<file path="src/logic/spi_bridge_pkg.sv">
`default_nettype none

package spi_bridge_pkg;

    // Command byte, first byte of every SPI transaction
    typedef enum logic [7:0] {
        op_write = 8'h01,                // Later bytes are stored to RAM
        op_read  = 8'h02                 // Later bytes return RAM contents
    } spi_op_t;                          // Other codes are ignored by the decoder

    // Byte bus request from the decoder to the RAM
    typedef struct packed {
        logic        strobe;             // One sys_clk cycle per access
        logic        we;                 // High for write, low for read
        logic [15:0] addr;               // Byte address, RAM uses low bits
        logic [7:0]  wdata;              // Write data, don't care on reads
    } bus_req_t;

    // RAM depth is 2**addr_width bytes
    localparam int default_addr_width = 10;

endpackage

`default_nettype wire

</file>
<file path="src/logic/spi_cmd.sv">
`timescale 1ns/1ps
`default_nettype none

module spi_cmd (
    input  wire                        sys_clk,   // System clock
    input  wire                        spi_cs_n,  // Async reset, ends a transaction
    input  wire  [7:0]                 rx,        // Received byte
    input  wire                        valid,     // One pulse per received byte
    output logic [7:0]                 tx,        // Byte for the next SPI slot
    output spi_bridge_pkg::bus_req_t   req,       // RAM request, registered
    input  wire  [7:0]                 rdata      // RAM read data
);

    // Transaction phase
    typedef enum logic [2:0] {
        cmd,                             // Waiting for the command byte
        addr_hi,                         // Waiting for addr[15:8]
        addr_lo,                         // Waiting for addr[7:0]
        data,                            // Streaming bytes to or from RAM
        ignore                           // Unknown command, idle until cs high
    } state_t;

    state_t                  state;
    spi_bridge_pkg::spi_op_t op_q;       // Latched command
    logic [15:0]             addr_q;     // Current byte address
    logic                    rd_pend;    // Read data arrives this cycle
    logic [15:0]             start_addr; // Full address when low byte arrives
    logic                    known_op;   // Command byte is write or read
    logic                    is_read;    // Latched command is a read

    assign start_addr = {addr_q[15:8], rx};
    assign known_op   = (rx == spi_bridge_pkg::op_write) ||
                        (rx == spi_bridge_pkg::op_read);
    assign is_read    = (op_q == spi_bridge_pkg::op_read);

    always_ff @(posedge sys_clk or posedge spi_cs_n) begin
        if (spi_cs_n) begin
            state   <= cmd;
            op_q    <= spi_bridge_pkg::op_write;
            addr_q  <= 16'h0000;
            rd_pend <= 1'b0;
            req     <= '0;
            tx      <= 8'h00;            // Nothing to send yet
        end else begin
            req.strobe <= 1'b0;          // Strobe lasts one cycle
            rd_pend    <= req.strobe & ~req.we;

            // Read result goes straight to the transmit byte
            if (rd_pend) begin
                tx <= rdata;
            end

            if (valid) begin
                case (state)
                    cmd: begin
                        if (known_op) begin
                            op_q  <= spi_bridge_pkg::spi_op_t'(rx);
                            state <= addr_hi;
                        end else begin
                            state <= ignore;     // tx stays 8'h00
                        end
                    end

                    addr_hi: begin
                        addr_q[15:8] <= rx;
                        state        <= addr_lo;
                    end

                    addr_lo: begin
                        state <= data;
                        if (is_read) begin
                            // Fetch first byte now so it is ready for byte 3
                            req <= '{strobe: 1'b1,
                                     we:     1'b0,
                                     addr:   start_addr,
                                     wdata:  8'h00};
                            addr_q <= start_addr + 16'd1;
                        end else begin
                            addr_q <= start_addr;    // First write target
                        end
                    end

                    data: begin
                        // Write stores rx, read prefetches the next byte
                        req <= '{strobe: 1'b1,
                                 we:     !is_read,
                                 addr:   addr_q,
                                 wdata:  rx};
                        addr_q <= addr_q + 16'd1;    // Auto increment
                    end

                    ignore: begin
                        state <= ignore;             // Wait for spi_cs_n
                    end

                    default: begin
                        state <= ignore;
                    end
                endcase
            end
        end
    end

endmodule

`default_nettype wire

</file>
<file path="config.mk">
export PLATFORM = sky130hd
export DESIGN_NAME = spi_cmd
export DESIGN_NICKNAME = d
export VERILOG_FILES = /design/src/logic/spi_bridge_pkg.sv /design/src/logic/spi_cmd.sv
export SDC_FILE = /design/constraint.sdc
export NUM_CORES = 1
export LEC_CHECK = 0
export ABC_AREA = 0
export BUFFER_PORTS_ARGS = -buffer_cell sky130_fd_sc_hd__buf_2
export CORE_MARGIN = 5
export CORE_UTILIZATION = 56
export CTS_CLUSTER_SIZE = 28
export DETAILED_ROUTE_END_ITERATION = 10
export GPL_ROUTABILITY_DRIVEN = 1
export PLACE_DENSITY_LB_ADDON = 0.2
export SYNTH_ARGS = -nofsm -noshare
export SYNTH_HDL_FRONTEND = slang
export SYNTH_SLANG_ARGS = --single-unit
</file>
<file path="constraint.sdc">
create_clock -name sys_clk -period 2.7 [get_ports sys_clk]
set_input_delay 0.54 -clock sys_clk [delete_from_list [all_inputs] [get_ports sys_clk]]
set_output_delay 0.54 -clock sys_clk [all_outputs]
set_load 0.02 [all_outputs]
</file>
# Word-level counts from Yosys, hierarchy flattened
# Cells that the tools add are included.
# op_classes
add_sub_neg	2
n_eq_ne	7
muxes	8
bitwise_logic	3
reduce_logical	10
# op_table
operator	count
26-bit two-way mux	2
26-bit one-hot mux with 2 select lines	1
16-bit by 1-bit adder with 16-bit output (second input constant)	2
8-bit one-hot mux with 3 select lines	1
8-bit by 2-bit equality test with 1-bit output (second input constant)	2
16-bit two-way mux	1
8-bit one-hot mux with 2 select lines	1
3-bit one-hot mux with 4 select lines	1
3-bit AND reduction	3
8-bit by 1-bit equality test with 1-bit output (second input constant)	1
3-bit by 2-bit equality test with 1-bit output (second input constant)	2
2-bit AND reduction	2
3-bit by 1-bit equality test with 1-bit output (second input constant)	1
3-bit logical NOT	1
3-bit two-way mux	1
3-bit nonzero test	1
2-bit != test (second input constant)	1
1-bit NOT	2
2-bit nonzero test	1
1-bit AND	1
1-bit logical NOT	1
1-bit logical OR	1
# word_totals
regBits	62
inputBits	19
output_inout_bits	34
elab_cells	40

# Logic depth before layout (Yosys ltp)
# Gate-level depths: netlist (run 1).
# depth
ltp_word	4
depth_mapped	8
ltp_nobuf	7

# Worst setup path after synthesis (run 1)
# No wires, ideal clock.
# synth_timing
path_kind	input port to flip-flop
start	input rx[7]
end	register op_q[2]
setup_ns	0.119
t_arrival_ns	1.922
t_required_ns	2.581
path_slack_ns	0.658
path_stages	5
path_buffers	1
cell_sequence	clkbuf_1 -> or4_1 -> nor4_2 -> nand4_1 -> and2_1
# synth_between
elab_chain_cells	3
elab_cells_between_ends	4
classes_between	eq/ne: 2; reduce/logical: 2
# synth_lines
item	line_no	rtl
start: declaration	spi_cmd.sv:7	input wire [7:0] rx,
8-bit by 1-bit equality test with 1-bit output / 8-bit by 2-bit equality test with 1-bit output (equally long branches)	spi_cmd.sv:32, spi_cmd.sv:33	
1-bit logical OR (*)	spi_cmd.sv:32	assign known_op = (rx == spi_bridge_pkg::op_write) ||
3-bit AND reduction (no line) (*)	n/a	
end signal: assignment	spi_cmd.sv:39	op_q <= spi_bridge_pkg::op_write;
end signal: assignment	spi_cmd.sv:57	op_q <= spi_bridge_pkg::spi_op_t'(rx);
end: declaration	spi_cmd.sv:24	spi_bridge_pkg::spi_op_t op_q;
# Mark *: on every way between the ends. The rest lies on a longest branch, timed or not.
# A chain may end at the register's enable or synchronous reset.

# Final worst setup path (run 1)
# layout_timing
start	register op_q[4]
end	register addr_q[11]
# layout_between
elab_chain_cells	3
# layout_lines
item	line_no	rtl
8-bit by 2-bit equality test with 1-bit output	spi_cmd.sv:34	assign is_read = (op_q == spi_bridge_pkg::op_read);
2-bit != test (no line)	n/a	
3-bit AND reduction (no line)	n/a	
end signal: assignment	spi_cmd.sv:65	addr_q[15:8] <= rx;
end signal: assignment	spi_cmd.sv:77	addr_q <= start_addr + 16'd1;
end signal: assignment	spi_cmd.sv:79	addr_q <= start_addr;
end: declaration	spi_cmd.sv:25	logic [15:0] addr_q;
# No other way between the ends.

==> results of run 1 <==
==> cells by family (layout without fill, tap and decap cells) <==
kind of cell               Yosys count  count (layout)  synth area share (%)
and+or+nand+nor                    112             112                  19.2
xor gates and xnor gates            15              15                  3.97
muxes                               17              17                  6.19
DFF                                 62              62                  46.9
AOI/OAI and AO/OA                   86              86                  17.5
adders and majority gates            5               5                  1.89
buffers and inverters               34              87                  4.42
==> power breakdown <==
part / internal (µW) / total, µW / switching [µW] / leakage [µW]
logic: 19.0 / 68.5 / 49.5 / 0.000917
clock network: 451 / 816 / 364 / 0.0000955
registers: 929 / 929 / 0.00000000000191 / 0.000858
total: 1400 / 1810 / 414 / 0.00187
==> metal layers <==
layer	global-route usage, %	wire [µm]	up-vias
li1	-	-	1317
met5	0	0	-
met4	10.2	223	0
met2	37.6	3830	129
met1	31.5	3530	1394
met3	5.01	643	21
==> cell usage in the layout (no fill, tap or decap), types with 3 or more instances in the layout <==
cell / n
a21oi_1: 16
a221oi_1: 4
a22o_1: 10
a22oi_1: 7
a31oi_1: 3
and2_1: 7
and4_1: 4
buf_2: 52
buf_4: 12
clkbuf_8: 10
dfrtp_1: 61
ha_1: 5
inv_1: 5
mux2_2: 12
mux2_4: 4
nand2_1: 27
nand3_1: 10
nand3b_1: 4
nand4_1: 15
nor2_1: 15
nor3_1: 5
nor4_1: 8
o21ai_0: 23
o31ai_1: 5
xnor2_1: 5
xor2_1: 10
==> worst max path at each step <==
stage,from,endpoint,cells past startpoint,slack (ns)
after global routing,op_q[5],addr_q[4],7,0.24
final,op_q[4],addr_q[11],6,0.47
after floorplan,spi_cs_n,addr_q[0],1,0.62
after global placement,rx[7],op_q[6],5,0.47
after CTS,op_q[5],addr_q[11],6,0.56
after detailed placement,rx[7],op_q[4],5,0.42
==> final cells by class <==
cell class | count | area, µm²
fillers | 493 | 2010
repair buffers | 64 | 350
clock buffers | 11 | 141
well taps | 75 | 93.8
multi-input cells | 235 | 1610
clock inverters | 5 | 58.8
flip-flops and latches | 62 | 1550
inverters | 7 | 26.3
==> metrics by stage <==
step	hold slack, ns	setup WS, ns	cells	instance area, µm²	utilization, %
detailed placement	0.456	0.416	443	3640	62.2
finish	0.368	0.465	459	3840	65.6
global placement	0.460	0.470	443	3640	62.2
floorplan	0.453	0.620	331	3310	-
CTS	0.396	0.564	459	3840	65.6
global route	0.422	0.244	459	3840	65.6
==> state kept, by name, summed over array words and instances, names as in the netlist <==
name / cells
addr_q: 16
rd_pend: 1
req: 26
op_q: 8
tx: 8
state: 3
==> summary.txt, run 1 <==
Crit. End Element - register
# rows - 28
CP Buf/Inv Count - 1
delay-heaviest family, CP - simple AND/OR/NAND/NOR gates
CP arrival - 2.42 ns
cell taking the most area after synthesis - dfrtp_1
die width - 86.9 µm
post-synthesis sequential area ratio - 46.9%
Die ar. - 0.00756 mm²
CP max-delay cell - nor4_1
gr usage total - 23.8%
Num CTS Buffers - 9
Starting Density - 56.6%
max incr delay on CP - 0.60 ns
gpl congestion - 0.976
I/O pins - 53
Syn Area/Cell - 10.0 µm²
synth unique cells - 57
EDFF count, synth - 0
CTS tree - yes
routed vias/inst - 6.23
share of cells above drive strength 1 - 27.1%
Leak - 0.00187 µW
number of buffers inserted by hold repair at cts - 0
fmax - 0.448 GHz
Post-route DRC - 0
Post-Syn Instances - 331
asr flop ratio synth - 100%
RR Startpoint - op_q[4]
Synth Cell Area - 0.00331 mm²
largest net degree at the start of global routing - 42
Max clock buf depth - 2
crit start category - register
Final min period - 2.23 ns
Mapped Nets - 355
#FFs+latches synth - 62
commonest cells in the netlist - dfrtp_1, nand2_1, o21ai_0
ANT cells - 0
Max Cap Viol - 0
post-cts gate resize count - 0
synth warn - 0
actual slew at the worst max-slew pin - 0.848 ns
total power draw - 1810 µW
CP required - 2.89 ns
initial antenna violation count - 0
unrepaired setup endpoints after global routing - false
clock-pin slew on the worst setup and hold paths - 0.07 ns
Fin Clk Skew - 0.00933 ns
Final Hold Fails - 0
final clock period utilization by the worst path - 82.8%
WL/cell - 17.9 µm
status - finished, final reports clean
first-pass GRT wire length - 14.0 mm
total congestion overflow - 0
VDD IR max - 0.000388 V
H-tree levels - 3
worst skew pair latency - 0.34 ns
die span in y - 86.9 µm
area share of the largest cell type after synthesis - 46.1%
nets - 403
DR pass1 iterations - 5
crit path cell chain - nor4_1 > nand2_1 > clkinv_1 > a21boi_0 > o31ai_1 > o21ai_0
Final Setup Violations - 0
Hold Crit Class - input pin to async pin
# clock sinks - 62
RR Endpoint - addr_q[11]
Post-DP HPWL - 5.94 mm
core box area - 0.00585 mm²
max_slew headroom - 43.4%
post-route ant nets - 0
setup TNS - 0 ns
Iteration-0 DRC Markers - 275
Root Buffer - clkbuf_8
Pwr per Cell Area - 472 mW/mm²
main flop type after synthesis - dfrtp_1
flop2flop setup slack - 0.47 ns
r2r worst-path depth - 6
top-count cell post-synth - dfrtp_1
vias in the first global route - 2,875
I/O Buffers - 52
Setup CP Type - register to register
vias - 2,861
WL final - 8.23 mm
Area contributors post-synth - dfrtp_1, mux2_2, o21ai_0, nand2_1, nand4_1
fin. max-slew vios - 0
worst-path maximum fanout - 5
synthesis-to-finish area growth - 15.8%
total setup buffers inserted after CTS - 0
Power figures use the tool's default switching activity.
==> run 2: changes to the inputs <==
Settings changed: ABC_AREA 0 to 1, CORE_UTILIZATION 56 to 57.
Clock period 2.7 ns to 2.2 ns, I/O delays scaled along.
==> run 2 against run 1 <==
Effect of this change:
- cell area up 5.4%
- first-iteration DRC count up 58%
- largest power group unchanged
- critical path type unchanged
- worst hold slack lost 0.27 ns
- register-to-register slack lost 0.05 ns
==> summary.txt, run 2 <==
Die ar. - 0.00779 mm² (was 0.00756 mm²)
Mapped Nets - 491 (was 355)
initial antenna violation count - 0 (unchanged)
crit start category - register (unchanged)
# rows - 28 (unchanged)
synth unique cells - 33 (was 57)
area share of the largest cell type after synthesis - 43.7% (was 46.1%)
Setup CP Type - register to register (unchanged)
Post-route DRC - 0 (unchanged)
#FFs+latches synth - 62 (unchanged)
main combinational cell family by area after synthesis - simple AND/OR/NAND/NOR gates (unchanged)
WL final - 9.59 mm (was 8.23 mm)
Switching Share - 22.3% (was 22.8%)
fin. max-slew vios - 0 (unchanged)
I/O Buffers - 52 (unchanged)
gpl congestion - 0.988 (was 0.976)
Reg with most FFs - req (unchanged)
EDFF count, synth - 0 (unchanged)
Final min period - 1.78 ns (was 2.23 ns)
most frequent cells in the layout - nand2_1, dfrtp_1, nor2_1, buf_2, inv_1 (was dfrtp_1, buf_2, nand2_1, o21ai_0, a21oi_1)
share of cells above drive strength 1 - 19.2% (was 27.1%)
Synth Cell Area - 0.00349 mm² (was 0.00331 mm²)
core box area - 0.00592 mm² (was 0.00585 mm²)
Num CTS Buffers - 9 (unchanged)
Post-Syn Instances - 467 (was 331)
status - finished, final reports clean (unchanged)
Final Hold Fails - 0 (unchanged)
post-cts gate resize count - 0 (unchanged)
I/O pins - 53 (unchanged)
most common cell after layout, fill and taps aside - nand2_1 (was dfrtp_1)
max reg flops - 26 (unchanged)
routed vias/inst - 5.63 (was 6.23)
Post-Synth Simple-Gate Area - 31.1% (was 19.2%)
Flop pwr share - 48.5% (was 51.2%)
post-route ant nets - 0 (unchanged)
Area contributors post-synth - dfrtp_1, nand2_1, nand3_1, nor2_1, inv_1 (was dfrtp_1, mux2_2, o21ai_0, nand2_1, nand4_1)
unrepaired setup endpoints after global routing - false (unchanged)
Comb pwr share - 4.9% (was 3.8%)
CP arrival - 2.05 ns (was 2.42 ns)
max incr delay on CP - 0.44 ns (was 0.60 ns)
VDD IR max - 0.000402 V (was 0.000388 V)
vias in the first global route - 3,236 (was 2,875)
Syn Area/Cell - 7.48 µm² (was 10.0 µm²)
Worst path most repeated cell - inv_2
top-count cell post-synth - nand2_1 (was dfrtp_1)
number of buffers inserted by hold repair at cts - 0 (unchanged)
CP max-delay cell - dfrtp_1 (was nor4_1)
Fin Clk Skew - 0.0125 ns (was 0.00933 ns)
worst skew pair latency - 0.35 ns (was 0.34 ns)
Top Registers - req (26), addr_q (16) (unchanged)
Max Cap Viol - 0 (unchanged)
Root Buffer - clkbuf_8 (unchanged)
Starting Density - 59.0% (was 56.6%)
total power draw - 2370 µW (was 1810 µW)
XOR/XNOR Fraction of Synth Area - 0.753% (was 3.97%)
fmax - 0.561 GHz (was 0.448 GHz)
fraction of synthesized area in multiplexers - 2.58% (was 6.19%)
largest net degree at the start of global routing - 34 (was 42)
Synth Area in Compound Gates - 11.5% (was 17.5%)
H-tree levels - 3 (unchanged)
fin util - 68.3% (was 65.6%)
gr usage total - 27.1% (was 23.8%)
cell taking the most area after synthesis - dfrtp_1 (unchanged)
asr flop ratio synth - 100% (unchanged)
synth warn - 0 (unchanged)
setup TNS - 0 ns (unchanged)
WL/cell - 15.9 µm (was 17.9 µm)
adder-cell share of the synthesized area - 1.79% (was 1.89%)
Max clock buf depth - 2 (unchanged)
actual slew at the worst max-slew pin - 0.455 ns (was 0.848 ns)
Post-DP HPWL - 7.19 mm (was 5.94 mm)
CP required - 2.46 ns (was 2.89 ns)
worst-path maximum fanout - 33 (was 5)
# clock sinks - 62 (unchanged)
ANT cells - 0 (unchanged)
max_slew headroom - 69.6% (was 43.4%)
P_int - 1840 µW (was 1400 µW)
Sw Pwr - 528 µW (was 414 µW)
Leak - 0.00217 µW (was 0.00187 µW)
Hold Crit Class - input pin to async pin (unchanged)
fill count - 503 (was 493)
main flop type after synthesis - dfrtp_1 (unchanged)
Iteration-0 DRC Markers - 434 (was 275)
die span in y - 88.3 µm (was 86.9 µm)
clock-pin slew on the worst setup and hold paths - 0.07 ns (about the same)
synthesis-to-finish area growth - 15.8% (about the same)
total setup buffers inserted after CTS - 0 (unchanged)
CTS tree - yes (unchanged)
post-synthesis sequential area ratio - 44.5% (was 46.9%)
commonest cells in the netlist - nand2_1, dfrtp_1, nor2_1 (was dfrtp_1, nand2_1, o21ai_0)
final clock period utilization by the worst path - 81.0% (was 82.8%)
flip-flop and latch area - 0.00155 mm² (unchanged)
total congestion overflow - 0 (unchanged)
Final Setup Violations - 0 (unchanged)
vias - 3,406 (was 2,861)
die width - 88.3 µm (was 86.9 µm)
footprint of the multi-input gates - 0.00167 mm² (was 0.00161 mm²)
first-pass GRT wire length - 16.1 mm (was 14.0 mm)
crit path cell chain - nor2_4 > inv_2 > nor2_8 > nand2_4 > inv_2 > nor2_1 > a21oi_1 (was nor4_1 > nand2_1 > clkinv_1 > a21boi_0 > o31ai_1 > o21ai_0)
Crit. End Element - register (unchanged)
Clk pwr share - 46.7% (was 45.0%)
Pwr per Cell Area - 586 mW/mm² (was 472 mW/mm²)
DR pass1 iterations - 5 (unchanged)
nets - 549 (was 403)
==> run 2: cell count changes in the layout (fill, tap and decap cells not counted), moves of 10 or more <==
cell | previous run | this run
inv_1 | 5 | 49
a22o_1 | 10 | 0
o21ai_0 | 23 | 35
nand3_1 | 10 | 43
nor2_1 | 15 | 54
nand2_1 | 27 | 131
==> run 2: per-layer routing <==
metal / share of wire (%) / up-vias / global-route usage (%)
met1: 43 / 1554 / 37.1
li1: - / 1620 / -
met4: 3.1 / 0 / 10.7
met3: 9.8 / 39 / 5.31
met5: 0 / - / 0
met2: 44 / 193 / 42.6
==> run 2: kinds of logic (layout without fill, tap and decap cells) <==
kind of cell    Yosys count  after routing
simple gates            250            250
compound gates           74             74
mux                       8              8
buf+inv                  65            128
xor+xnor                  3              3
fa+ha+maj                 5              5
flops                    62             62
==> run 2: power by group through the flow <==
stage                     registers, µW  logic, µW  clock network [µW]
after floorplan                    1170       56.6                   0
after global placement             1170        113                   0
after detailed placement           1170        113                   0
after CTS                          1150        114                1110
after global routing               1150        129                1170
final                              1150        115                1110
==> run 2: final cells by class <==
cell class                 count  area share, %
inverter                      55           5.11
clock buffer                  12           3.59
tap                           75           2.32
clock inverter                 4           1.73
sequential                    62           38.4
multi-input combinational    340           41.2
timing repair buffer          57           7.67
==> run 2: path summary, 6_finish.rpt <==
| check | from | endpoint | slack (ns) | cells past startpoint |
|---|---|---|---|---|
| min | spi_cs_n | state[2] | 0.09 | 2 |
| min reg2reg | op_q[2] | op_q[2] | 0.47 | 2 |
| min in group sys_clk | rdata[5] | tx[5] | 0.32 | 2 |
| max in group asynchronous | spi_cs_n | req[13] | 1.52 | 3 |
| max reg2reg | state[2] | req[13] | 0.42 | 7 |
| max | state[2] | req[13] | 0.42 | 7 |
==> run 2: worst max-delay path, delay by kind of cell (launching register included) <==
family	cells	cell delay [ns]
buffers and inverters	2	0.39
AOI/OAI and AO/OA	1	0.13
DFF	1	0.44
and+or+nand+nor	4	0.74
==> run 2: through the flow <==
step / area [µm²] / setup WS (ns) / instances / hold WS (ns)
after floorplan: 3490 / 0.220 / 467 / 0.436
after global placement: 3830 / 0.330 / 589 / 0.442
after detailed placement: 3830 / 0.287 / 589 / 0.452
after CTS: 4040 / 0.464 / 605 / 0.101
after global routing: 4040 / 0.281 / 605 / 0.139
final: 4040 / 0.419 / 605 / 0.0942
